$ cat src/procPkg.sv
`default_nettype none

package procPkg;

    typedef logic [15:0] dataT;
    typedef logic [2:0]  regAddrT;

    // major opcode, always bits 15:12
    typedef enum logic [3:0] {
        NOP  = 4'h0,
        ALU  = 4'h1,  // rd = rs func rt
        ADDI = 4'h2,  // rd = rs + imm
        LD   = 4'h3,  // rd = mem[rs + imm]
        ST   = 4'h4,  // mem[rs + imm] = rd
        PUSH = 4'h5,  // mem[sp] = rs, then sp--
        POP  = 4'h6,  // sp++, then rd = mem[sp]
        IN   = 4'h7,  // rd = inPort
        OUT  = 4'h8,  // outPort = rs
        JZ   = 4'h9,  // pc = rs if zero flag
        JMP  = 4'hA,  // pc = rs
        HALT = 4'hB
    } opcodeT;

    typedef enum logic [2:0] {
        ADD = 3'd0,
        SUB = 3'd1,
        AND = 3'd2,
        OR  = 3'd3,
        XOR = 3'd4,
        SHL = 3'd5,
        SHR = 3'd6,
        NOT = 3'd7
    } aluFuncT;

    // register form, func in the low bits
    typedef struct packed {
        opcodeT  opcode;
        regAddrT rd;
        regAddrT rs;
        regAddrT rt;
        aluFuncT func;
    } regFormT;

    // immediate form, rt and func give way to a signed constant
    typedef struct packed {
        opcodeT             opcode;
        regAddrT            rd;
        regAddrT            rs;
        logic signed [5:0]  imm;
    } immFormT;

    typedef union packed {
        regFormT regForm;
        immFormT immForm;
    } instrWordT;

    typedef struct packed {
        logic    regWrite;
        logic    memRead;
        logic    memWrite;
        logic    memToReg;
        logic    useImm;
        logic    isPush;
        logic    isPop;
        logic    isIn;
        logic    isOut;
        logic    isJz;
        logic    isJmp;
        logic    isHalt;
        aluFuncT aluFunc;
    } ctrlT;

    typedef struct packed {
        dataT      pc;
        instrWordT instr;
        logic      valid;
    } ifIdT;

    typedef struct packed {
        dataT    pc;
        ctrlT    ctrl;
        dataT    opA;
        dataT    opB;
        dataT    imm;
        regAddrT rs;
        regAddrT rt;
        regAddrT rd;
        logic    valid;
    } idExT;

    typedef struct packed {
        dataT    pc;
        ctrlT    ctrl;
        dataT    result;
        dataT    storeData;
        regAddrT rd;
        logic    valid;
    } exMemT;

    typedef struct packed {
        dataT    pc;
        ctrlT    ctrl;
        dataT    result;
        dataT    memData;
        regAddrT rd;
        logic    valid;
    } memWbT;

    // operand bypass selects
    localparam logic [1:0] FwdReg = 2'd0;
    localparam logic [1:0] FwdMem = 2'd1;
    localparam logic [1:0] FwdWb  = 2'd2;

endpackage

`default_nettype wire

$ cat src/forwardUnit.sv
`timescale 1ns/1ps
`default_nettype none

module forwardUnit (
    input  procPkg::idExT   idEx,
    input  procPkg::exMemT  exMem,
    input  procPkg::memWbT  memWb,
    output logic [1:0]      fwdA,
    output logic [1:0]      fwdB
);
    import procPkg::*;

    // newest producer wins, r0 never bypassed
    function automatic logic [1:0] pickSource(regAddrT src, exMemT em, memWbT mw);
        logic [1:0] sel;
        sel = FwdReg;
        if (src != '0) begin
            if (em.valid && em.ctrl.regWrite && em.rd == src) begin
                sel = FwdMem;
            end else if (mw.valid && mw.ctrl.regWrite && mw.rd == src) begin
                sel = FwdWb;
            end
        end
        return sel;
    endfunction

    assign fwdA = pickSource(idEx.rs, exMem, memWb);
    assign fwdB = pickSource(idEx.rt, exMem, memWb);

endmodule

`default_nettype wire

$ cat config.mk
export PLATFORM = sky130hd
export DESIGN_NAME = forwardUnit
export DESIGN_NICKNAME = d
export VERILOG_FILES = /design/src/procPkg.sv /design/src/forwardUnit.sv
export SDC_FILE = /design/constraint.sdc
export NUM_CORES = 1
export LEC_CHECK = 0
export BUFFER_PORTS_ARGS = -buffer_cell sky130_fd_sc_hd__buf_4
export CAP_MARGIN = 20
export CELL_PAD_IN_SITES_DETAIL_PLACEMENT = 1
export CELL_PAD_IN_SITES_GLOBAL_PLACEMENT = 2
export CORE_AREA = 5 5 85 87
export DETAILED_ROUTE_END_ITERATION = 8
export DIE_AREA = 0 0 90 92
export GPL_TIMING_DRIVEN = 0
export PLACE_DENSITY = 0.95
export SLEW_MARGIN = 20
export SYNTH_ARGS = -nofsm -noshare
export SYNTH_HDL_FRONTEND = slang
export SYNTH_SLANG_ARGS = --single-unit
export TNS_END_PERCENT = 10
$ cat constraint.sdc
create_clock -name vclk -period 2.1
set_clock_uncertainty 0.2 [all_clocks]
set_input_delay 0.42 -clock vclk [all_inputs]
set_output_delay 0.42 -clock vclk [all_outputs]
set_load 0.005 [all_outputs]
==> results of run 1 <==
[metal layers]
| metal | wire (µm) | part of all wire (%) |
|---|---|---|
| met5 | 0 | 0 |
| met4 | 0 | 0 |
| met3 | 68 | 6.9 |
| met2 | 405 | 41 |
| met1 | 508 | 52 |
[how the worst min path moves through the flow]
stage / slack, ns / end / start
finish: 0.96 / fwdA[0] / idEx[9]
detailed placement: 0.97 / fwdA[0] / idEx[9]
floorplan: 0.74 / fwdA[1] / memWb[50]
global route: 1.0 / fwdA[0] / idEx[9]
CTS: 0.97 / fwdA[0] / idEx[9]
global placement: 0.97 / fwdA[0] / idEx[9]
[cells by family after synthesis]
| kind of cell | count (synthesis) | synth area share [%] |
|---|---|---|
| AO/OA/AOI/OAI | 6 | 23.8 |
| XOR/XNOR | 10 | 46.4 |
| buffers and inverters | 1 | 1.98 |
| AND/OR/NAND/NOR | 8 | 27.8 |
[stage by stage]
stage / cell area, µm² / cells / hold slack, ns / setup slack [ns]
floorplan: 189 / 25 / 0.736 / 0.428
global placement: 435 / 122 / 0.972 / 0.0904
detailed placement: 435 / 122 / 0.967 / 0.0686
CTS: 435 / 122 / 0.971 / 0.0686
global route: 435 / 122 / 0.997 / 0.0222
finish: 435 / 122 / 0.964 / 0.0885
[synth_stat cells]
cell type	count	area share, %
sky130_fd_sc_hd__nor4_2	2	13
sky130_fd_sc_hd__o31a_1	1	4.6
sky130_fd_sc_hd__a211oi_1	1	4.0
sky130_fd_sc_hd__nand2_1	2	4.0
sky130_fd_sc_hd__inv_1	1	2.0
sky130_fd_sc_hd__nand4_1	1	3.3
sky130_fd_sc_hd__nor4_1	1	3.3
sky130_fd_sc_hd__o21a_1	1	4.0
sky130_fd_sc_hd__o21ai_0	1	2.6
sky130_fd_sc_hd__a21boi_1	1	4.0
sky130_fd_sc_hd__xor2_1	7	32
sky130_fd_sc_hd__nor2_1	2	4.0
sky130_fd_sc_hd__xnor2_1	3	14
sky130_fd_sc_hd__o2111ai_1	1	4.6
[layout make-up]
type | instances | share of cell area, %
well taps | 77 | 22.1
repair buffers | 20 | 34.5
multi-input cells | 24 | 42.5
inverters | 1 | 0.862
[layout by cell type (no fill, tap or decap), drive strengths merged]
cell and count:
nor2 2, xor2 7, a21boi 1, inv 1, o21ai 1, a211oi 1
nand2 2, xnor2 3, o2111ai 1, o21a 1, nor4 3, nand4 1
buf 20, o31a 1
[worst min-delay path, delay by kind of cell]
kind / cells / cell delay [ns]
compound gates: 1 / 0.12
buf+inv: 2 / 0.21
[power by group through the flow]
stage / sequential, W / clock [W] / combinational [W]
after global placement: 0 / 0 / 0.0000617
after global routing: 0 / 0 / 0.0000691
after CTS: 0 / 0 / 0.0000635
after detailed placement: 0 / 0 / 0.0000633
final: 0 / 0 / 0.0000620
after floorplan: 0 / 0 / 0.0000239
==> metrics.sh, run 1 <==
STATUS='complete, no violations'
POST-ROUTE-UTIL_PCT=6.94
DRIVE_ABOVE_1_SHARE_PCT=48.9
GRT_UTIL_MET2_PCT=3.60
LEAKAGE_nW=0.160
GROUTE.LAYER.MET1.USAGE_PCT=3.36
POWERDENSITY_mW_PER_MM2=143
CTSRESIZECOUNT=0
SYN-CELL-AREA_UM2=189
MULTIINPUTGATEAREA_UM2=185
SYNTH.AVG_CELL_AREA_UM2=7.56
CTSHOLDBUFFERS=0
TIMING.CRITICAL_PATH.FROM='idEx[4]'
SYNTH_NET_COUNT=248
AREA_DELTA_SYNTH_FINAL_PCT=130
GP_CONGESTION=0.682
MAX_SLEW.WORST_PIN.SLEW_NS=0.265
GR-USAGE-MET3_PCT=0.491
GRT_REMAINING_OVERFLOW=0
NUMBER_OF_GLOBAL_ROUTE_VIAS_BEFORE_REPAIR=298
FINAL_MAX_SLEW_VIOL_COUNT=0
IO_BUFFERS=20
POWER.SWITCHING_W=0.0000271
VIAS=259
CORE.ROWCOUNT=29
CTS_SETUP_BUFFERS=0
DETAIL_ROUTE.DRC_VIOLATIONS=0
ROUTE.DETAILED.WL_PER_INST_UM=8.05
POST_LAYOUT_MINIMUM_CYCLE_TIME_NS=2.01
GRT_ANTENNA_BEFORE_REPAIR=0
WIRE_LENGTH_OF_THE_FIRST_GLOBAL_ROUTING_PASS_UM=1540
TIMING.CRITICAL_PATH.ARRIVAL_NS=1.39
IO_PINS=227
CRIT_PATH_END='fwdB[0]'
SYN_INST=25
TNS_NS=0
CP.REQUIRED_NS=1.48
SEQCELLAREA_UM2=0
PLACEABLECOREAREA_MM2=0.00628
YS_WARN_COUNT=0
INTERNAL-POWER_W=0.0000350
SEQ_CELLS=0
DIODE_INSERTION_COUNT_FOR_ANTENNA_REPAIR=0
VIAS_PER_CELL=2.12
COMB_POWER_SHARE_PCT=100.0
TIMING.CRITICAL_PATH.TO_TYPE='output pin'
TOP_USAGE_LAYER='met2'
DRT-TOTAL-WL_UM=982
CP_NUM_CELLS=5
DRTITER0DRC=3
MAX_STAGE_DELAY_NS=0.31
SYNTH_CELL_TYPES=14
WHS_PATH_DEPTH=3
YOSYSSEQAREASHARE_PCT=0
VDD_DROP_MAX_mV=0.0453
INITIAL_UTILIZATION_PCT=3.01
START_KIND='input pin'
DETAIL_ROUTE.FIRST_PASS.ITERATIONS=4
WORSTHOLDPATHTYPE='in -> out'
GRT_UTIL_ALL_LAYERS_PCT=2.28
PIN_COUNT_OF_THE_BIGGEST_NET_ENTERING_GLOBAL_ROUTING=5
MAX-SLEW-MARGIN-REL_PCT=82.2
TIMING.CRITICAL_PATH.FANOUT_MAX=3
MAXIMUM_OPERATING_FREQUENCY_GHz=0.497
N_CLOCK_BUFFER=0
TIMING_HOLD_VIOLATIONS_FINAL=0
FINAL_CYCLE_UTILIZATION_OF_THE_CRITICAL_PATH_PCT=95.8
SWITCHING_SHARE_PCT=43.6
DIE_H_UM=92
FINALSETUPVIOLATIONS=0
WORST_PATH_MOST_REPEATED_CELL='sky130_fd_sc_hd__buf_4'
DRV_CAP=0
DIE_WIDTH_UM=90
PWR-SHARE-CLK_PCT=0
FINALPOWER_W=0.0000620
PATH_CLASS='in -> out'
CRITPATHBUFINV=2
DRT.ANTENNA.VIOLATING_NETS=0
CRITICAL-PATH-TOP-DELAY-FAMILY='simple AND/OR/NAND/NOR gates'
DIE_AREA_MM2=0.00828
NETS=270
CRIT_PATH_MAX_DELAY_CELL_TYPE='sky130_fd_sc_hd__nor4_2'
SEQ_POWER_SHARE_PCT=0
TIMING.CRITICAL_PATH.CELLS='buf_4 -> xor2_1 -> nor4_2 -> a21boi_1 -> buf_4'
RSZ0062_AT_GRT='no'
FILLER_CELL_COUNT_IN_THE_FINAL_LAYOUT=745
Note: power is estimated with default switching activity, not from simulation.
==> run 2, diff against run 1 <==
--- a/config.mk
+++ b/config.mk
@@ -5,7 +5,7 @@
 export SDC_FILE = /design/constraint.sdc
 export NUM_CORES = 1
 export LEC_CHECK = 0
-export BUFFER_PORTS_ARGS = -buffer_cell sky130_fd_sc_hd__buf_4
+export BUFFER_PORTS_ARGS = -buffer_cell sky130_fd_sc_hd__buf_2
 export CAP_MARGIN = 20
 export CELL_PAD_IN_SITES_DETAIL_PLACEMENT = 1
 export CELL_PAD_IN_SITES_GLOBAL_PLACEMENT = 2
==> metrics.sh, run 2 (synthesis results as in run 1) <==
STATUS='complete, no violations'
CTSHOLDBUFFERS=0  # unchanged
SEQ_POWER_SHARE_PCT=0  # unchanged
CRITPATHBUFINV=2  # unchanged
LAYOUT.CELL_AREA.NON_FILLER_UM2=385  # -11%
DIE_AREA_MM2=0.00828  # unchanged
GRT_UTIL_ALL_LAYERS_PCT=2.31  # +0.034 points
LEAKAGE_nW=0.146  # -8.5%
POWERDENSITY_mW_PER_MM2=136  # -4.4%
NUMBER_OF_GLOBAL_ROUTE_VIAS_BEFORE_REPAIR=296  # -0.67%
DRTITER0DRC=1  # -2
POWER.SWITCHING_W=0.0000270  # about the same
INITIAL_UTILIZATION_PCT=3.01  # unchanged
DETAIL_ROUTE.FIRST_PASS.ITERATIONS=2  # -2
FINAL_CYCLE_UTILIZATION_OF_THE_CRITICAL_PATH_PCT=93.0  # -2.8 points
GP_CONGESTION=0.701  # +2.7%
CTS_SETUP_BUFFERS=0  # unchanged
PWR-SHARE-CLK_PCT=0  # unchanged
SWITCHING_SHARE_PCT=51.5  # +7.9 points
POST_LAYOUT_MINIMUM_CYCLE_TIME_NS=1.95  # -0.0582 ns
COMMONEST_NON_FILL_NON_TAP_CELL_IN_THE_LAYOUT='sky130_fd_sc_hd__buf_2'
PLACEABLECOREAREA_MM2=0.00628  # unchanged
DETAILED_PLACE.AREA_UM2=385  # -11%
RSZ0062_AT_GRT='no'
GRT_ANTENNA_BEFORE_REPAIR=0  # unchanged
VIAS_PER_CELL=2.13  # +0.39%
LAYOUT.CELLS.MOST_COMMON_LIST='sky130_fd_sc_hd__buf_2 (20), sky130_fd_sc_hd__xor2_1 (7), sky130_fd_sc_hd__xnor2_1 (3)'
TIMING.CRITICAL_PATH.TO_TYPE='output pin'
DETAIL_ROUTE.DRC_VIOLATIONS=0  # unchanged
CRITICAL-PATH-TOP-DELAY-FAMILY='buffers and inverters'
MAX_SLEW.WORST_PIN.SLEW_NS=0.282  # +0.0174 ns
WORST_HOLD_SLACK_NS=0.977  # +0.0128 ns
GRT_REMAINING_OVERFLOW=0  # unchanged
WIRE_LENGTH_OF_THE_FIRST_GLOBAL_ROUTING_PASS_UM=1550  # +0.46%
COMB_POWER_SHARE_PCT=100.0  # about the same
N_CLOCK_BUFFER=0  # unchanged
DIE_H_UM=92  # unchanged
SEQCELLAREA_UM2=0  # unchanged
IO_PINS=227  # unchanged
TIMING.CRITICAL_PATH.FROM='exMem[3]'
TIMING.CRITICAL_PATH.FANOUT_MAX=2  # -1
CORE.ROWCOUNT=29  # unchanged
VIAS=260  # +0.39%
TIMING.CRITICAL_PATH.CELLS='buf_2 -> xor2_1 -> nor4_2 -> a21boi_1 -> buf_2'
MAX-SLEW-MARGIN-REL_PCT=81.0  # -1.2 points
TNS_NS=0  # unchanged
TIMING.CRITICAL_PATH.ARRIVAL_NS=1.33  # -0.06 ns
AREA_DELTA_SYNTH_FINAL_PCT=104
VDD_DROP_MAX_mV=0.0418  # -7.7%
CTSRESIZECOUNT=0  # unchanged
DIODE_INSERTION_COUNT_FOR_ANTENNA_REPAIR=0  # unchanged
ROUTE.DETAILED.WL_PER_INST_UM=8.07  # +0.31%
DRIVE_ABOVE_1_SHARE_PCT=48.9  # unchanged
DRT-TOTAL-WL_UM=985  # +0.31%
CP.REQUIRED_NS=1.48  # about the same
TIMING_HOLD_VIOLATIONS_FINAL=0  # unchanged
FINALSETUPVIOLATIONS=0  # unchanged
SEQ_CELLS=0  # unchanged
WORST_HOLD_STARTPOINT='memWb[50]'
WORST_PATH_MOST_REPEATED_CELL='sky130_fd_sc_hd__buf_2'
DIE_WIDTH_UM=90  # unchanged
IO_BUFFERS=20  # unchanged
CRIT_PATH_MAX_DELAY_CELL_TYPE='sky130_fd_sc_hd__nor4_2'
FINAL_MAX_SLEW_VIOL_COUNT=0  # unchanged
PIN_COUNT_OF_THE_BIGGEST_NET_ENTERING_GLOBAL_ROUTING=5  # unchanged
MAXIMUM_OPERATING_FREQUENCY_GHz=0.512  # +3.0%
INTERNAL-POWER_W=0.0000255  # -27%
MAX_STAGE_DELAY_NS=0.27  # -0.04 ns
DRV_CAP=0  # unchanged
START_KIND='input pin'
PATH_CLASS='in -> out'
NETS=270  # unchanged
WORSTHOLDPATHTYPE='in -> out'
DRT.ANTENNA.VIOLATING_NETS=0  # unchanged
FINALPOWER_W=0.0000525  # -15%
-- run 2: cell types whose count changed in the layout (fill, tap and decap cells not counted) --
cell	before	now
sky130_fd_sc_hd__buf_4	20	0
sky130_fd_sc_hd__buf_2	0	20
-- run 2: worst paths after layout --
check | endpoint | slack (ns) | depth (start not counted)
worst max-delay path | fwdB[0] | 0.15 | 5
worst min-delay path | fwdA[1] | 0.98 | 4
-- run 2: power groups by stage --
stage	clock network, W	registers, W	logic [W]
floorplan	0	0	0.0000239
global placement	0	0	0.0000519
detailed placement	0	0	0.0000536
CTS	0	0	0.0000538
global route	0	0	0.0000600
finish	0	0	0.0000525
-- run 2: cell type report --
cell class                 count  area, µm²
fill                         757       5890
inverter                       1       3.75
multi-input combinational     24        185
tap                           77       96.3
timing repair buffer          20        100
-- run 2: layer usage --
metal  wire, µm  vias up  track usage (%)
met5          0        -                0
met1        481      112             3.22
li1           -      133                -
met2        422       15             3.78
met3         81        0            0.655
met4          0        0                0
-- run 2: per-stage QoR --
stage               cells  utilization, %  worst slack (ns)
floorplan              25               -             0.428
global placement      122            6.14            0.0842
detailed placement    122            6.14            0.0778
CTS                   122            6.14            0.0778
global route          122            6.14            0.0170
finish                122            6.14             0.147
==> run 3, diff against run 2 <==
--- a/config.mk
+++ b/config.mk
@@ -9,9 +9,9 @@
 export CAP_MARGIN = 20
 export CELL_PAD_IN_SITES_DETAIL_PLACEMENT = 1
 export CELL_PAD_IN_SITES_GLOBAL_PLACEMENT = 2
-export CORE_AREA = 5 5 85 87
+export CORE_AREA = 2 2 87 89
 export DETAILED_ROUTE_END_ITERATION = 8
-export DIE_AREA = 0 0 90 92
+export DIE_AREA = 0 0 89 91
 export GPL_TIMING_DRIVEN = 0
 export PLACE_DENSITY = 0.95
 export SLEW_MARGIN = 20
==> constraint.sdc (replaced) <==
create_clock -name vclk -period 1.6
set_clock_uncertainty 0.2 [all_clocks]
set_input_delay 0 -clock vclk [all_inputs]
set_output_delay 0 -clock vclk [all_outputs]
set_load 0.005 [all_outputs]
==> metrics.sh, run 3 (synthesis results as in run 1) <==
STATUS='complete, no violations'
PLACED_CELLS=144  # +18%
MULTIINPUTGATEAREA_UM2=185  # unchanged
CRITPATHBUFINV=2  # unchanged
GRT_ANTENNA_BEFORE_REPAIR=3  # +3
POST-ROUTE-UTIL_PCT=5.86  # -0.28 points
CRITICAL-PATH-TOP-DELAY-FAMILY='simple AND/OR/NAND/NOR gates'
MAXIMUM_OPERATING_FREQUENCY_GHz=0.871
WORSTHOLDPATHTYPE='in -> out'
GRT_UTIL_ALL_LAYERS_PCT=2.48  # +0.17 points
DIE_WIDTH_UM=89  # -1.1%
WIRE_LENGTH_OF_THE_FIRST_GLOBAL_ROUTING_PASS_UM=1500  # -2.7%
WORST_PATH_MOST_REPEATED_CELL='sky130_fd_sc_hd__buf_2'
SEQ_POWER_SHARE_PCT=0  # unchanged
FINALPOWER_W=0.0000696  # +32%
DETAIL_ROUTE.FIRST_PASS.ITERATIONS=2  # unchanged
WHS_PATH_DEPTH=4  # unchanged
GP_CONGESTION=0.685  # -2.3%
ROUTE.DETAILED.WL_PER_INST_UM=7.09  # -12%
MAX_SLEW.WORST_PIN.SLEW_NS=0.276  # -0.00643 ns
FINALSETUPVIOLATIONS=0  # unchanged
POWER.SWITCHING_W=0.0000361  # +34%
N_CLOCK_BUFFER=0  # unchanged
FINAL_CYCLE_UTILIZATION_OF_THE_CRITICAL_PATH_PCT=71.7
INITIAL_UTILIZATION_PCT=2.65  # -0.36 points
START_KIND='input pin'
GRT_REMAINING_OVERFLOW=0  # unchanged
TIMING_HOLD_VIOLATIONS_FINAL=0  # unchanged
CP.REQUIRED_NS=1.40  # -0.08 ns
MAX_STAGE_DELAY_NS=0.31  # +0.04 ns
FINAL_MAX_SLEW_VIOL_COUNT=0  # unchanged
PATH_CLASS='in -> out'
DRT-TOTAL-WL_UM=1040  # +5.1%
FINALNONFILLERCELLS=146  # +20%
IO_PINS=227  # unchanged
DIE_H_UM=91  # -1.1%
IO_BUFFERS=20  # unchanged
INTERNAL-POWER_W=0.0000334  # +31%
CP_NUM_CELLS=5  # unchanged
DRV_CAP=0  # unchanged
TIMING.CRITICAL_PATH.ARRIVAL_NS=0.95  # -0.38 ns
LAYOUT.CELLS.MOST_COMMON_LIST='sky130_fd_sc_hd__buf_2 (20), sky130_fd_sc_hd__xor2_1 (7), sky130_fd_sc_hd__xnor2_1 (3)'
TIMING.CRITICAL_PATH.FANOUT_MAX=3  # +1
DRT.ANTENNA.VIOLATING_NETS=0  # unchanged
POWERDENSITY_mW_PER_MM2=166  # +22%
RSZ0062_AT_GRT='no'
VIAS=289  # +11%
VIAS_PER_CELL=1.98  # -7.1%
AREA_DELTA_SYNTH_FINAL_PCT=121
CRIT_PATH_MAX_DELAY_CELL_TYPE='sky130_fd_sc_hd__nor4_2'
PLACEABLECOREAREA_MM2=0.00714  # +14%
MAX-SLEW-MARGIN-REL_PCT=81.5  # +0.43 points
PLACED_WIRE_LENGTH_ESTIMATE_AFTER_DETAILED_PLACEMENT_UM=991
PIN_COUNT_OF_THE_BIGGEST_NET_ENTERING_GLOBAL_ROUTING=5  # unchanged
CTSRESIZECOUNT=0  # unchanged
VDD_DROP_MAX_mV=0.0158  # -62%
SWITCHING_SHARE_PCT=51.9  # +0.44 points
PWR-SHARE-CLK_PCT=0  # unchanged
SEQ_CELLS=0  # unchanged
TIMING.CRITICAL_PATH.CELLS='buf_2 -> xor2_1 -> nor4_2 -> a21boi_1 -> buf_2'
CTSHOLDBUFFERS=0  # unchanged
TIMING.CRITICAL_PATH.TO_TYPE='output pin'
SEQCELLAREA_UM2=0  # unchanged
POST_LAYOUT_MINIMUM_CYCLE_TIME_NS=1.15
CORE.ROWCOUNT=31  # +6.9%
DETAIL_ROUTE.DRC_VIOLATIONS=0  # unchanged
DRTITER0DRC=2  # +1
CTS_SETUP_BUFFERS=0  # unchanged
TNS_NS=0  # unchanged
COMMONEST_NON_FILL_NON_TAP_CELL_IN_THE_LAYOUT='sky130_fd_sc_hd__buf_2'
FILLER_CELL_COUNT_IN_THE_FINAL_LAYOUT=881  # +16%
LEAKAGE_nW=0.146  # about the same
NETS=270  # unchanged
COMB_POWER_SHARE_PCT=100.0  # about the same
NUMBER_OF_GLOBAL_ROUTE_VIAS_BEFORE_REPAIR=271  # -8.4%
DIE_AREA_MM2=0.00810  # -2.2%
DRIVE_ABOVE_1_SHARE_PCT=48.9  # unchanged
-- run 3: worst paths after layout --
| check | start | to | slack (ns) |
|---|---|---|---|
| setup / recovery | idEx[4] | fwdB[0] | 0.45 |
| hold / removal | memWb[50] | fwdA[1] | 0.15 |
-- run 3: power by group through the flow --
stage	clock [W]	combinational, W	sequential, W
floorplan	0	0.0000314	0
global placement	0	0.0000680	0
detailed placement	0	0.0000709	0
CTS	0	0.0000714	0
global route	0	0.0000793	0
finish	0.000000000167	0.0000696	0
-- run 3: cell type report --
| type | count | share of cell area, % |
|---|---|---|
| inverter | 1 | 0.898 |
| timing repair buffer | 20 | 24.0 |
| multi-input combinational | 24 | 44.3 |
| antenna | 2 | 1.20 |
| tap | 99 | 29.6 |
-- run 3: per-layer routing --
layer	wire, µm	track usage, %	up-vias
met2	403	3.61	16
met4	0	0	2
met5	7	0	-
met3	224	2.18	2
met1	398	2.94	131
li1	-	-	138
-- run 3: per-stage QoR --
step / hold slack (ns) / setup slack (ns) / cell area [µm²]
3_3_place_gp: 0.141 / 0.406 / 413
3_5_place_dp: 0.149 / 0.418 / 413
5_1_grt: 0.167 / 0.346 / 413
2_1_floorplan: -0.104 / 0.768 / 189
4_1_cts: 0.154 / 0.411 / 413
6_report: 0.149 / 0.452 / 418
