--- config.mk ---
export PLATFORM = sky130hd
export DESIGN_NAME = decodeStage
export DESIGN_NICKNAME = d
export VERILOG_FILES = /design/src/procPkg.sv /design/src/decodeStage.sv
export SDC_FILE = /design/constraint.sdc
export NUM_CORES = 1
export LEC_CHECK = 0
export BUFFER_PORTS_ARGS = -buffer_cell sky130_fd_sc_hd__buf_2
export CAP_MARGIN = 25
export CORE_MARGIN = 10
export CORE_UTILIZATION = 30
export CTS_BUF_LIST = sky130_fd_sc_hd__clkbuf_16
export DETAILED_ROUTE_END_ITERATION = 8
export SLEW_MARGIN = 5
export SYNTH_ARGS = -nofsm -noshare
export SYNTH_HDL_FRONTEND = slang
export SYNTH_SLANG_ARGS = --single-unit
export TNS_END_PERCENT = 1
--- constraint.sdc ---
create_clock -name clk -period 2.15 [get_ports clk]
set_input_delay 0.215 -clock clk [delete_from_list [all_inputs] [get_ports clk]]
set_output_delay 0.215 -clock clk [all_outputs]
set_load 0.01 [all_outputs]
--- src/procPkg.sv ---
`default_nettype none

package procPkg;

    typedef logic [15:0] dataT;
    typedef logic [2:0]  regAddrT;

    // major opcode, always bits 15:12
    typedef enum logic [3:0] {
        NOP  = 4'h0,
        ALU  = 4'h1,  // rd = rs func rt
        ADDI = 4'h2,  // rd = rs + imm
        LD   = 4'h3,  // rd = mem[rs + imm]
        ST   = 4'h4,  // mem[rs + imm] = rd
        PUSH = 4'h5,  // mem[sp] = rs, then sp--
        POP  = 4'h6,  // sp++, then rd = mem[sp]
        IN   = 4'h7,  // rd = inPort
        OUT  = 4'h8,  // outPort = rs
        JZ   = 4'h9,  // pc = rs if zero flag
        JMP  = 4'hA,  // pc = rs
        HALT = 4'hB
    } opcodeT;

    typedef enum logic [2:0] {
        ADD = 3'd0,
        SUB = 3'd1,
        AND = 3'd2,
        OR  = 3'd3,
        XOR = 3'd4,
        SHL = 3'd5,
        SHR = 3'd6,
        NOT = 3'd7
    } aluFuncT;

    // register form, func in the low bits
    typedef struct packed {
        opcodeT  opcode;
        regAddrT rd;
        regAddrT rs;
        regAddrT rt;
        aluFuncT func;
    } regFormT;

    // immediate form, rt and func give way to a signed constant
    typedef struct packed {
        opcodeT             opcode;
        regAddrT            rd;
        regAddrT            rs;
        logic signed [5:0]  imm;
    } immFormT;

    typedef union packed {
        regFormT regForm;
        immFormT immForm;
    } instrWordT;

    typedef struct packed {
        logic    regWrite;
        logic    memRead;
        logic    memWrite;
        logic    memToReg;
        logic    useImm;
        logic    isPush;
        logic    isPop;
        logic    isIn;
        logic    isOut;
        logic    isJz;
        logic    isJmp;
        logic    isHalt;
        aluFuncT aluFunc;
    } ctrlT;

    typedef struct packed {
        dataT      pc;
        instrWordT instr;
        logic      valid;
    } ifIdT;

    typedef struct packed {
        dataT    pc;
        ctrlT    ctrl;
        dataT    opA;
        dataT    opB;
        dataT    imm;
        regAddrT rs;
        regAddrT rt;
        regAddrT rd;
        logic    valid;
    } idExT;

    typedef struct packed {
        dataT    pc;
        ctrlT    ctrl;
        dataT    result;
        dataT    storeData;
        regAddrT rd;
        logic    valid;
    } exMemT;

    typedef struct packed {
        dataT    pc;
        ctrlT    ctrl;
        dataT    result;
        dataT    memData;
        regAddrT rd;
        logic    valid;
    } memWbT;

    // operand bypass selects
    localparam logic [1:0] FwdReg = 2'd0;
    localparam logic [1:0] FwdMem = 2'd1;
    localparam logic [1:0] FwdWb  = 2'd2;

endpackage

`default_nettype wire

--- src/decodeStage.sv ---
`timescale 1ns/1ps
`default_nettype none

module decodeStage (
    input  logic              clk,
    input  logic              rstN,
    input  procPkg::ifIdT     ifId,
    input  logic              stall,
    input  logic              flush,
    input  logic              wbEn,
    input  procPkg::regAddrT  wbAddr,
    input  procPkg::dataT     wbData,
    input  procPkg::dataT     inPort,
    output procPkg::idExT     idEx,
    output procPkg::regAddrT  decRs,
    output procPkg::regAddrT  decRt
);
    import procPkg::*;

    instrWordT iw;
    opcodeT    op;
    ctrlT      ctrl;
    dataT      regs [8];
    dataT      rdA;
    dataT      rdB;
    dataT      imm;
    logic      rsUsed;

    assign iw = ifId.instr;
    assign op = iw.regForm.opcode;

    // sign-extend through the immediate view of the word
    assign imm = {{10{iw.immForm.imm[5]}}, iw.immForm.imm};

    // sources are zeroed when unused so no false stall or bypass
    assign rsUsed = ifId.valid && !(op inside {NOP, POP, IN, HALT});
    assign decRs  = rsUsed ? iw.regForm.rs : '0;

    always_comb begin
        decRt = '0;
        if (ifId.valid && op == ALU) begin
            decRt = iw.regForm.rt;
        end else if (ifId.valid && op == ST) begin
            // store data comes from the rd field
            decRt = iw.regForm.rd;
        end
    end

    always_comb begin
        ctrl         = '0;
        ctrl.aluFunc = ADD;
        case (op)
            ALU: begin
                ctrl.regWrite = 1'b1;
                ctrl.aluFunc  = iw.regForm.func;
            end
            ADDI: begin
                ctrl.regWrite = 1'b1;
                ctrl.useImm   = 1'b1;
            end
            LD: begin
                ctrl.regWrite = 1'b1;
                ctrl.memRead  = 1'b1;
                ctrl.memToReg = 1'b1;
                ctrl.useImm   = 1'b1;
            end
            ST: begin
                ctrl.memWrite = 1'b1;
                ctrl.useImm   = 1'b1;
            end
            PUSH: ctrl.isPush = 1'b1;
            POP: begin
                ctrl.regWrite = 1'b1;
                ctrl.memRead  = 1'b1;
                ctrl.memToReg = 1'b1;
                ctrl.isPop    = 1'b1;
            end
            IN: begin
                ctrl.regWrite = 1'b1;
                ctrl.isIn     = 1'b1;
            end
            OUT:  ctrl.isOut  = 1'b1;
            JZ:   ctrl.isJz   = 1'b1;
            JMP:  ctrl.isJmp  = 1'b1;
            HALT: ctrl.isHalt = 1'b1;
            default: ;
        endcase
    end

    // write-first, same-cycle write shows on the read ports
    assign rdA = (wbEn && wbAddr == decRs && decRs != '0) ? wbData : regs[decRs];
    assign rdB = (wbEn && wbAddr == decRt && decRt != '0) ? wbData : regs[decRt];

    always_ff @(posedge clk or negedge rstN) begin
        if (!rstN) begin
            regs <= '{default: '0};
        end else if (wbEn && wbAddr != '0) begin
            regs[wbAddr] <= wbData;
        end
    end

    always_ff @(posedge clk or negedge rstN) begin
        if (!rstN) begin
            idEx <= '0;
        end else if (flush || stall) begin
            // bubble into execute
            idEx <= '0;
        end else begin
            idEx.pc    <= ifId.pc;
            idEx.ctrl  <= ctrl;
            idEx.opA   <= rdA;
            idEx.opB   <= ctrl.isIn ? inPort : rdB;
            idEx.imm   <= imm;
            idEx.rs    <= decRs;
            idEx.rt    <= decRt;
            idEx.rd    <= iw.regForm.rd;
            idEx.valid <= ifId.valid;
        end
    end

    // r0 survives any writeback aimed at it
    assert property (@(posedge clk) disable iff (!rstN)
        (wbEn && wbAddr == '0) |=> regs[0] == '0)
        else $error("r0 overwritten");

endmodule

`default_nettype wire

==> results of run 1 <==
final timing paths:
| kind | startpoint | endpoint | slack [ns] |
|---|---|---|---|
| max | ifId[15] | decRt[0] | 0.15 |
| min reg2reg | regs[127] | regs[127] | 0.39 |
| max reg2reg | regs[46] | idEx[56] | 0.82 |
| min in group asynchronous | rstN | idEx[79] | 0.21 |
| max in group asynchronous | rstN | idEx[9] | 1.28 |
| min | inPort[6] | idEx[32] | 0.02 |
routing by layer:
metal	GRT usage, %	vias up
li1	-	3942
met2	24.88	367
met1	20.60	4189
met4	3.544	6
met3	4.248	44
met5	0	-
worst max-delay path, delay by kind of cell:
family | cells | cell delay, ns
AND/OR/NAND/NOR | 1 | 0.39
buffers and inverters | 6 | 0.96
AO/OA/AOI/OAI | 1 | 0.20
layout make-up:
class	instances	area (um^2)	area share, %
clock inverter	16	175.2	1.348
antenna	3	7.507	0.05775
timing repair buffer	283	1951	15.01
inverter	14	53.80	0.4139
tap	448	560.5	4.312
sequential	206	5155	39.66
multi-input combinational	681	4521	34.78
clock buffer	23	575.6	4.428
state kept, by name, summed over array words and instances, names as in the netlist:
name  cells
regs    128
idEx     78
cell usage in the layout (no fill, tap or decap), types with 3 or more instances in the layout:
| master | n |
|---|---|
| and3_1 | 7 |
| buf_4 | 70 |
| a21o_1 | 15 |
| nor3_1 | 9 |
| a21oi_1 | 25 |
| mux2_2 | 106 |
| a211o_1 | 16 |
| xnor2_1 | 4 |
| diode_2 | 3 |
| nand2_1 | 178 |
| buf_12 | 12 |
| and2_1 | 29 |
| mux2i_1 | 33 |
| inv_1 | 16 |
| a221oi_1 | 16 |
| a211oi_1 | 9 |
| a22o_1 | 7 |
| nor4_1 | 6 |
| o221ai_1 | 7 |
| dlygate4sd3_1 | 34 |
| clkinv_1 | 5 |
| dfrtp_1 | 206 |
| buf_2 | 166 |
| clkbuf_16 | 23 |
| o21ai_0 | 62 |
| nand3_1 | 17 |
| nor2_1 | 48 |
| bufinv_16 | 4 |
| o22a_1 | 9 |
| nand4_1 | 10 |
| a31oi_1 | 34 |
cell families after synthesis:
| logic type | Yosys count | synth area share [%] |
|---|---|---|
| compound gates | 210 | 13.64 |
| xor+xnor | 4 | 0.3441 |
| buf+inv | 117 | 5.408 |
| flops | 206 | 50.64 |
| mux | 139 | 14.97 |
| simple gates | 328 | 15.00 |
power by group:
group,internal (W),total [W],switching [W]
clock network,0.00241,0.00398,0.00157
logic,0.000849,0.00169,0.000840
registers,0.00439,0.00477,0.000376
total,0.00765,0.0104,0.00279
through the flow:
stage | setup WS (ns) | hold WS, ns | instances
5_1_grt | 0.03968 | 0.03530 | 1671
6_report | 0.1498 | 0.02355 | 1674
4_1_cts | 0.1339 | 0.009194 | 1671
2_1_floorplan | 0.1088 | -0.08059 | 1004
3_5_place_dp | -0.1423 | 0.1624 | 1598
3_3_place_gp | -0.1089 | 0.1641 | 1598
repair_timing:
| item | CTS | global route |
|---|---|---|
| hold buffers | 34 | 0 |
| setup endpoints to repair | 0 | 0 |
| hold endpoints to repair | 114 | 0 |
| buffers inserted | 0 | 0 |
| gates resized for setup | 0 | 0 |
==> results.txt, run 1 <==
drt first pass iters: 7
Hold Path Cell Cnt: 3
Top Layer Used: met5
wire per inst: 20.31 um
initial core utilization: 30.36%
run status: complete, no violations
CTS Sinks: 206
Async S/R FF share, synth: 100.0%
Total Nets Final: 1282
Final Skew: 0.01897 ns
Crit Path Category: in2out
reg2reg path depth: 5
Slew @ Worst Pin: 0.7251 ns
LEAKAGE: 6.235 nW
Synth Net Count: 1077
Via Count: 8548
Critical Path Slowest Stage Cell: nor4b_4
grt total ovfl: 0
Setup-failing EPs final: 0
first-pass GRT wire length: 51120 um
VDD IR max: 0.5776 mV
number of global-route vias before repair: 8287
Global Route Usage Sum: 15.58%
maxcap violations: 0
setup total negative slack: 0 ns
Worst setup EP type: primary output
DP HPWL: 22690 um
DRT iter0 DRCs: 739
Critical Path RT: 1.93 ns
top-count cell post-synth: dfrtp_1
Rel. slew slack: 51.55%
Arr. time, crit path: 1.79 ns
Layout area overhead: 27.69%
total CTS buffers: 23
fin crit period: 2.000 ns
drt total wl: 34000 um
Synth top cells by count: 206 x dfrtp_1, 178 x nand2_1, 106 x mux2_2
number of flops mapped to enable cells by yosys: 0
share of cells above drive strength 1: 32.87%
largest net degree at the start of global routing: 66
Vias/cell: 5.106
Core ar.: 0.03353 mm^2
# rows: 67
Final Cell Area: 0.01300 mm^2
Fin. Hold Viols: 0
DP Area: 0.01190 mm^2
Slowest Stage Delay on Critical Path: 0.39 ns
clock slew at reported path FFs: 0.06 ns
Yosys reg bits: 206
mapped cell area: 0.01018 mm^2
H-tree levels: 1
Overall Power: 0.01043 W
Crit Path Max Fanout: 25
post-synth top area share: 50.64%
Primary FF master, synth: dfrtp_1
met1 WL: 14380 um
Yosys top cell by area: dfrtp_1
Final Max Slew Viols: 0
hold crit path type: in2reg
CTS tree: done
metal2 WL: 15620 um
routability cong.: 0.8234
RSZ-0062 raised after global routing: false
cells along the critical path: buf_2 -> nor4b_4 -> a32oi_4 -> buf_4 -> inv_2 -> buf_12 -> buf_4 -> buf_2
I/O pin count: 168
post-route ant nets: 0
Root Driver: clkbuf_16
period utilization: 93.03%
Die Width: 204.2 um
DRC Markers: 0
Die ar.: 0.04170 mm^2
count of cell types in the netlist: 51
average size of a mapped cell: 10.14 um^2
Core Util, Final: 38.76%
clk_lat worst skew: 0.51 ns
die height: 204.2 um
Max Clk Rate: 499.9 MHz
PD cells: 802.6 mW/mm^2
Area contributors post-synth: dfrtp_1 51%, mux2_2 12%, nand2_1 6.6%, mux2i_1 3.2%, o21ai_0 3.0%
synth warn: 0
Filler cells: 3290
register area share after synthesis: 50.64%
I/O Buffers: 167
initial antenna violation count: 5
Mapped Cells: 1004
met3 WL: 3304 um
clk buf depth: 3
CP startpoint kind: primary input
Note: power is estimated with default switching activity, not from simulation.
==> inputs of run 2 (changes only) <==
--- a/config.mk
+++ b/config.mk
@@ -9,7 +9,7 @@
 export CAP_MARGIN = 25
 export CORE_MARGIN = 10
 export CORE_UTILIZATION = 30
-export CTS_BUF_LIST = sky130_fd_sc_hd__clkbuf_16
+export CTS_BUF_LIST = sky130_fd_sc_hd__clkbuf_2
 export DETAILED_ROUTE_END_ITERATION = 8
 export SLEW_MARGIN = 5
 export SYNTH_ARGS = -nofsm -noshare
==> run 2 against run 1 <==
Net effect:
- final cell count is 7.6% higher
- critical endpoint is now idEx[28]
- critical path type is now in2reg
- die area stayed put
- clock skew rose by 0.025 ns
- largest cell class unchanged
- worst setup slack lost 0.076 ns
- total power shrank 11%
- sequential share of layout area down 1.5 points
- sequential cell count stayed put
- non-clock buffer count is 76 higher
==> results.txt, run 2 (synthesis results as in run 1) <==
run status: complete, no violations
share of cells above drive strength 1: 34.22% (+1.4 points)
worst slack, placed: -0.1423 ns (unchanged)
first-pass GRT wire length: 53500 um (+4.7%)
PD cells: 687.7 mW/mm^2 (-14%)
I/O Buffers: 167 (unchanged)
Die Width: 204.2 um (unchanged)
Final Skew: 0.04362 ns (+0.02465 ns)
period utilization: 96.57% (+3.5 points)
VDD IR max: 0.3941 mV (-32%)
maxcap violations: 0 (unchanged)
Slowest Stage Delay on Critical Path: 0.57 ns (+0.18 ns)
DRC Markers: 0 (unchanged)
Crit Path Category: in2reg
drt total wl: 35520 um (+4.5%)
register with the most flip-flops: regs
grt total ovfl: 0 (unchanged)
die height: 204.2 um (unchanged)
Via Count: 9203 (+7.7%)
total CTS buffers: 54 (+130%)
Vias/cell: 5.107 (about the same)
H-tree levels: 2 (+1)
Total Nets Final: 1390 (+8.4%)
RSZ-0062 raised after global routing: false
clk_lat worst skew: 0.86 ns (+0.35 ns)
Global Route Usage Sum: 16.31% (+0.73 points)
Layout area overhead: 32.72%
Rel. slew slack: 43.08% (-8.5 points)
CTS tree: done
Critical Path RT: 2.85 ns (+0.92 ns)
clock slew at reported path FFs: 0.10 ns (+0.04 ns)
wire per inst: 19.71 um (-2.9%)
Die ar.: 0.04170 mm^2 (unchanged)
LEAKAGE: 6.622 nW (+6.2%)
setup total negative slack: 0 ns (unchanged)
Worst setup EP type: flip-flop
initial core utilization: 30.36% (unchanged)
# rows: 67 (unchanged)
I/O pin count: 168 (unchanged)
met2 GRT Util: 25.82% (+0.94 points)
routability cong.: 0.8234 (unchanged)
leading cell type in the layout, fill and taps excluded: dfrtp_1
Crit Path Max Fanout: 16 (-36%)
Setup-failing EPs final: 0 (unchanged)
Slew @ Worst Pin: 0.8529 ns (+0.1278 ns)
largest net degree at the start of global routing: 66 (unchanged)
commonest non-fill, non-tap cells in the layout: 206 x dfrtp_1, 178 x nand2_1, 165 x buf_2
initial antenna violation count: 2 (-3)
cells along the critical path: dlygate4sd3_1 -> buf_2 -> and3_1 -> or3_1 -> o22ai_2 -> nand3_1 -> buf_12 -> o21ai_0 -> o21ai_0 -> dlygate4sd3_1
clk buf depth: 3 (unchanged)
Final Max Slew Viols: 0 (unchanged)
reg-to-reg setup timing slack: 0.32 ns (-0.50 ns)
DP HPWL: 22690 um (unchanged)
met1 usage: 21.04% (+0.44 points)
DRT iter0 DRCs: 820 (+11%)
Critical Path Slowest Stage Cell: dlygate4sd3_1
max reg flops: 128 (unchanged)
Max Clk Rate: 481.6 MHz (-3.7%)
met3 usage in global routing: 4.280% (+0.032 points)
Final Worst Setup Slack: 0.07379 ns (-0.07597 ns)
Root Driver: clkbuf_2
Core ar.: 0.03353 mm^2 (unchanged)
hold crit path type: in2reg
drt first pass iters: 5 (-2)
Top Usage Layer GRT: met2
Regs by FF count: regs x128, idEx x78
Arr. time, crit path: 2.78 ns (+0.99 ns)
post-route ant nets: 0 (unchanged)
CP startpoint kind: primary input
number of global-route vias before repair: 8988 (+8.5%)
CTS Sinks: 206 (unchanged)
Fin. Hold Viols: 0 (unchanged)
fin crit period: 2.076 ns (+0.07597 ns)
## run 2: metal layers
| metal | share of wire [%] | wire (um) |
|---|---|---|
| met2 | 46 | 16270 |
| met3 | 9.0 | 3179 |
| met1 | 43 | 15130 |
| met4 | 2.6 | 920 |
| met5 | 0.037 | 13 |
## run 2: stage by stage
stage | total power, W | instance area, um^2 | instances | utilization (%) | hold WS [ns]
after detailed placement | 0.006459 | 11900 | 1598 | 35.49 | 0.1624
after CTS | 0.009394 | 13470 | 1798 | 40.17 | 0.006694
after floorplan | 0.005791 | 10180 | 1004 | - | -0.08059
after global routing | 0.009837 | 13510 | 1802 | 40.29 | 0.03651
final | 0.009291 | 13510 | 1802 | 40.29 | 0.06097
after global placement | 0.006407 | 11900 | 1598 | 35.49 | 0.1641
## run 2: power breakdown
group          total, W  switching (W)  internal (W)  leakage (nW)
sequential      0.00476       0.000376       0.00438          2.64
clock           0.00274        0.00163       0.00110         0.370
combinational   0.00180       0.000871      0.000925          3.61
## run 2: critical path, delay by kind of cell
kind,cells,cell delay [ns]
AO/OA/AOI/OAI,3,0.43
buffers and inverters,4,1.45
AND/OR/NAND/NOR,3,0.68
## run 2: worst paths after layout
path,start,end,cells past startpoint
max,ifId[12],idEx[28],10
min,ifId[7],idEx[54],4
max reg2reg,regs[116],idEx[30],6
min reg2reg,regs[127],regs[127],0
max in group asynchronous,rstN,idEx[77],4
min in group asynchronous,rstN,idEx[62],4
## run 2: timing repair
action / 4_1_cts / 5_1_grt
endpoints found under the setup margin: 0 / 10
hold buffers: 108 / 0
setup buffers: 0 / 2
endpoints found under the hold margin: 395 / 0
gates resized for setup: 0 / 4
## run 2: final cells by class
| type | count | area, um^2 |
|---|---|---|
| fill | 3260 | 20020 |
| inverter | 14 | 53.80 |
| tap | 448 | 560.5 |
| sequential | 206 | 5155 |
| antenna | 1 | 2.502 |
| clock inverter | 12 | 77.57 |
| timing repair buffer | 359 | 2723 |
| multi-input combinational | 682 | 4538 |
| clock buffer | 80 | 400.4 |
==> inputs of run 3 (changes only) <==
--- a/config.mk
+++ b/config.mk
@@ -5,12 +5,16 @@
 export SDC_FILE = /design/constraint.sdc
 export NUM_CORES = 1
 export LEC_CHECK = 0
+export ABC_CLOCK_PERIOD_IN_PS = 1850
 export BUFFER_PORTS_ARGS = -buffer_cell sky130_fd_sc_hd__buf_2
 export CAP_MARGIN = 25
+export CELL_PAD_IN_SITES_DETAIL_PLACEMENT = 1
+export CELL_PAD_IN_SITES_GLOBAL_PLACEMENT = 2
 export CORE_MARGIN = 10
 export CORE_UTILIZATION = 30
 export CTS_BUF_LIST = sky130_fd_sc_hd__clkbuf_2
 export DETAILED_ROUTE_END_ITERATION = 8
+export PLACE_DENSITY_LB_ADDON = 0.1
 export SLEW_MARGIN = 5
 export SYNTH_ARGS = -nofsm -noshare
 export SYNTH_HDL_FRONTEND = slang
==> constraint.sdc (replaced) <==
create_clock -name clk -period 1.85 [get_ports clk]
set_input_delay 0.185 -clock clk [delete_from_list [all_inputs] [get_ports clk]]
set_output_delay 0.185 -clock clk [all_outputs]
set_load 0.01 [all_outputs]
==> run 3 against run 2 <==
Net effect:
- first-iteration DRC count is 42% lower
- worst setup slack got worse by 0.077 ns
- the run now ends with setup timing left
- critical endpoint is now idEx[35]
- clock power increased by 16%
- count of clock-buffer cells in the layout increased by 5
- utilization increased by 2.8 points
- critical path depth rose by 3
- final area up 6.9%
==> results.txt, run 3 (synthesis results as in run 1) <==
Final Worst Setup Slack: -0.003109 ns (-0.07690 ns)
leading cell type in the layout, fill and taps excluded: dfrtp_1
Die Width: 204.2 um (unchanged)
DP HPWL: 26440 um (+16%)
largest net degree at the start of global routing: 45 (-32%)
Rel. slew slack: 50.04% (+7.0 points)
Layout area overhead: 41.91%
Hold EP: regs[53]
CTS Sinks: 206 (unchanged)
wire per inst: 22.29 um (+13%)
# rows: 67 (unchanged)
reg2reg path depth: 6 (unchanged)
Core ar.: 0.03353 mm^2 (unchanged)
Crit Path Category: in2reg
crit-path leading delay family: buffers and inverters
Critical Path RT: 2.69 ns (-0.16 ns)
cells along the critical path: buf_2 -> buf_4 -> nor4b_4 -> buf_4 -> and3_1 -> or3_1 -> o22ai_1 -> and3_4 -> buf_12 -> buf_6 -> nand2_1 -> a31oi_1 -> dlygate4sd3_1
fin crit period: 1.853 ns
DRC Markers: 0 (unchanged)
Regs by FF count: regs x128, idEx x78
commonest non-fill, non-tap cells in the layout: 206 x dfrtp_1, 178 x nand2_1, 164 x buf_2
DP Area: 0.01221 mm^2 (+2.6%)
Fin. Hold Viols: 0 (unchanged)
I/O pin count: 168 (unchanged)
Hold Crit Start: wbAddr[1]
drt first pass iters: 5 (unchanged)
FF-to-FF Start: regs[33]
fin cells: 1880 (+4.3%)
most used cell, CP: buf_4
Final Cell Area: 0.01445 mm^2 (+6.9%)
Arr. time, crit path: 2.69 ns (-0.09 ns)
Root Driver: clkbuf_2
die height: 204.2 um (unchanged)
number of global-route vias before repair: 10330 (+15%)
Global Route Usage Sum: 20.13% (+3.8 points)
clock slew at reported path FFs: 0.10 ns (about the same)
PD cells: 763.5 mW/mm^2 (+11%)
clk_lat worst skew: 0.88 ns (+0.02 ns)
LEAKAGE: 7.040 nW (+6.3%)
VDD IR max: 0.3095 mV (-21%)
Slew @ Worst Pin: 0.7470 ns (-0.1059 ns)
Setup-failing EPs final: 2 (+2)
Worst setup EP type: flip-flop
initial core utilization: 30.36% (unchanged)
initial antenna violation count: 1 (-1)
share of cells above drive strength 1: 34.34% (+0.12 points)
maxcap violations: 0 (unchanged)
total CTS buffers: 59 (+9.3%)
Final Max Slew Viols: 0 (unchanged)
register with the most flip-flops: regs
first-pass GRT wire length: 64610 um (+21%)
Slowest Stage Delay on Critical Path: 0.56 ns (about the same)
I/O Buffers: 167 (unchanged)
H-tree levels: 2 (unchanged)
DRT iter0 DRCs: 472 (-42%)
period utilization: 100.2%
Max Clk Rate: 539.6 MHz
max reg flops: 128 (unchanged)
Core Util, Final: 43.08% (+2.8 points)
drt total wl: 41900 um (+18%)
Filler cells: 3831 (+18%)
run status: complete, but fails checks
placed insts: 1616 (+1.1%)
grt total ovfl: 0 (unchanged)
Final Skew: 0.06837 ns (+0.02475 ns)
post-route ant nets: 0 (unchanged)
clk buf depth: 3 (unchanged)
RSZ-0062 raised after global routing: true
CP startpoint kind: primary input
Die ar.: 0.04170 mm^2 (unchanged)
CTS tree: done
failing checks: setup timing
Hold Worst Slack: 0.01743 ns (-0.04354 ns)
routability cong.: 0.7485 (-9.1%)
Hold Path Cell Cnt: 5 (+1)
hold crit path type: in2reg
Buf+Inv Stages, Crit Path: 6 (+2)
reg-to-reg setup timing slack: 0.17 ns (-0.15 ns)
Via Count: 9387 (+2.0%)
Crit Path Max Fanout: 11 (-5)
Total Nets Final: 1466 (+5.5%)
Vias/cell: 4.993 (-2.2%)
reg-to-reg endpoint: idEx[43]
Critical Path Slowest Stage Cell: dlygate4sd3_1
-- run 3: tightest hold or removal path, cell delays in order --
cell	delay (ns)
buf_2	0.09
buf_4	0.18
nor3_2	0.07
buf_6	0.14
o21ai_0	0.13
-- run 3: metrics by stage --
stage                     total power, W  setup slack, ns  setup TNS [ns]
after floorplan                 0.006735         -0.08180          -1.404
after global placement          0.007597          -0.5582          -11.45
after detailed placement        0.007641          -0.5838          -12.45
after CTS                        0.01120         -0.02070        -0.04136
after global routing             0.01181         -0.02642        -0.05486
final                            0.01103        -0.003109       -0.003787
-- run 3: worst max-delay path by stage --
stage | startpoint | end | slack, ns | cells past startpoint
6_report | ifId[14] | idEx[35] | -0.003 | 13
5_1_grt | ifId[16] | decRs[2] | -0.03 | 9
4_1_cts | ifId[15] | decRs[0] | -0.02 | 9
3_5_place_dp | ifId[14] | idEx[28] | -0.58 | 13
3_3_place_gp | ifId[14] | idEx[28] | -0.56 | 13
2_1_floorplan | ifId[15] | idEx[39] | -0.08 | 11
-- run 3: power by group --
part,internal (W),switching (W),leakage (nW)
Sequential,0.00509,0.000439,2.64
Combinational,0.00121,0.00110,4.03
Clock,0.00121,0.00198,0.376
Total,0.00751,0.00352,7.04
-- run 3: layer usage --
metal	vias up	part of all wire, %	GRT usage, %
li1	4331	-	-
met4	0	2.5	6.374
met1	4726	46	26.91
met5	-	0	0
met3	63	5.3	3.788
met2	267	46	32.23
-- run 3: area by class of cell --
type	count	area, um^2	share of cell area [%]
clock inverters	13	50.05	0.3464
clock buffers	85	425.4	2.945
inverters	14	60.06	0.4157
diodes	2	5.005	0.03464
multi-input cells	681	4582	31.72
repair buffers	431	3608	24.98
well taps	448	560.5	3.880
flip-flops and latches	206	5155	35.68
-- run 3: repair_timing --
item	CTS	global route
gates cloned	0	0
hold buffers	159	0
setup endpoints to repair	3	17
hold endpoints to repair	396	0
pin swaps	2	4
resized for setup	4	26
setup buffers	0	7
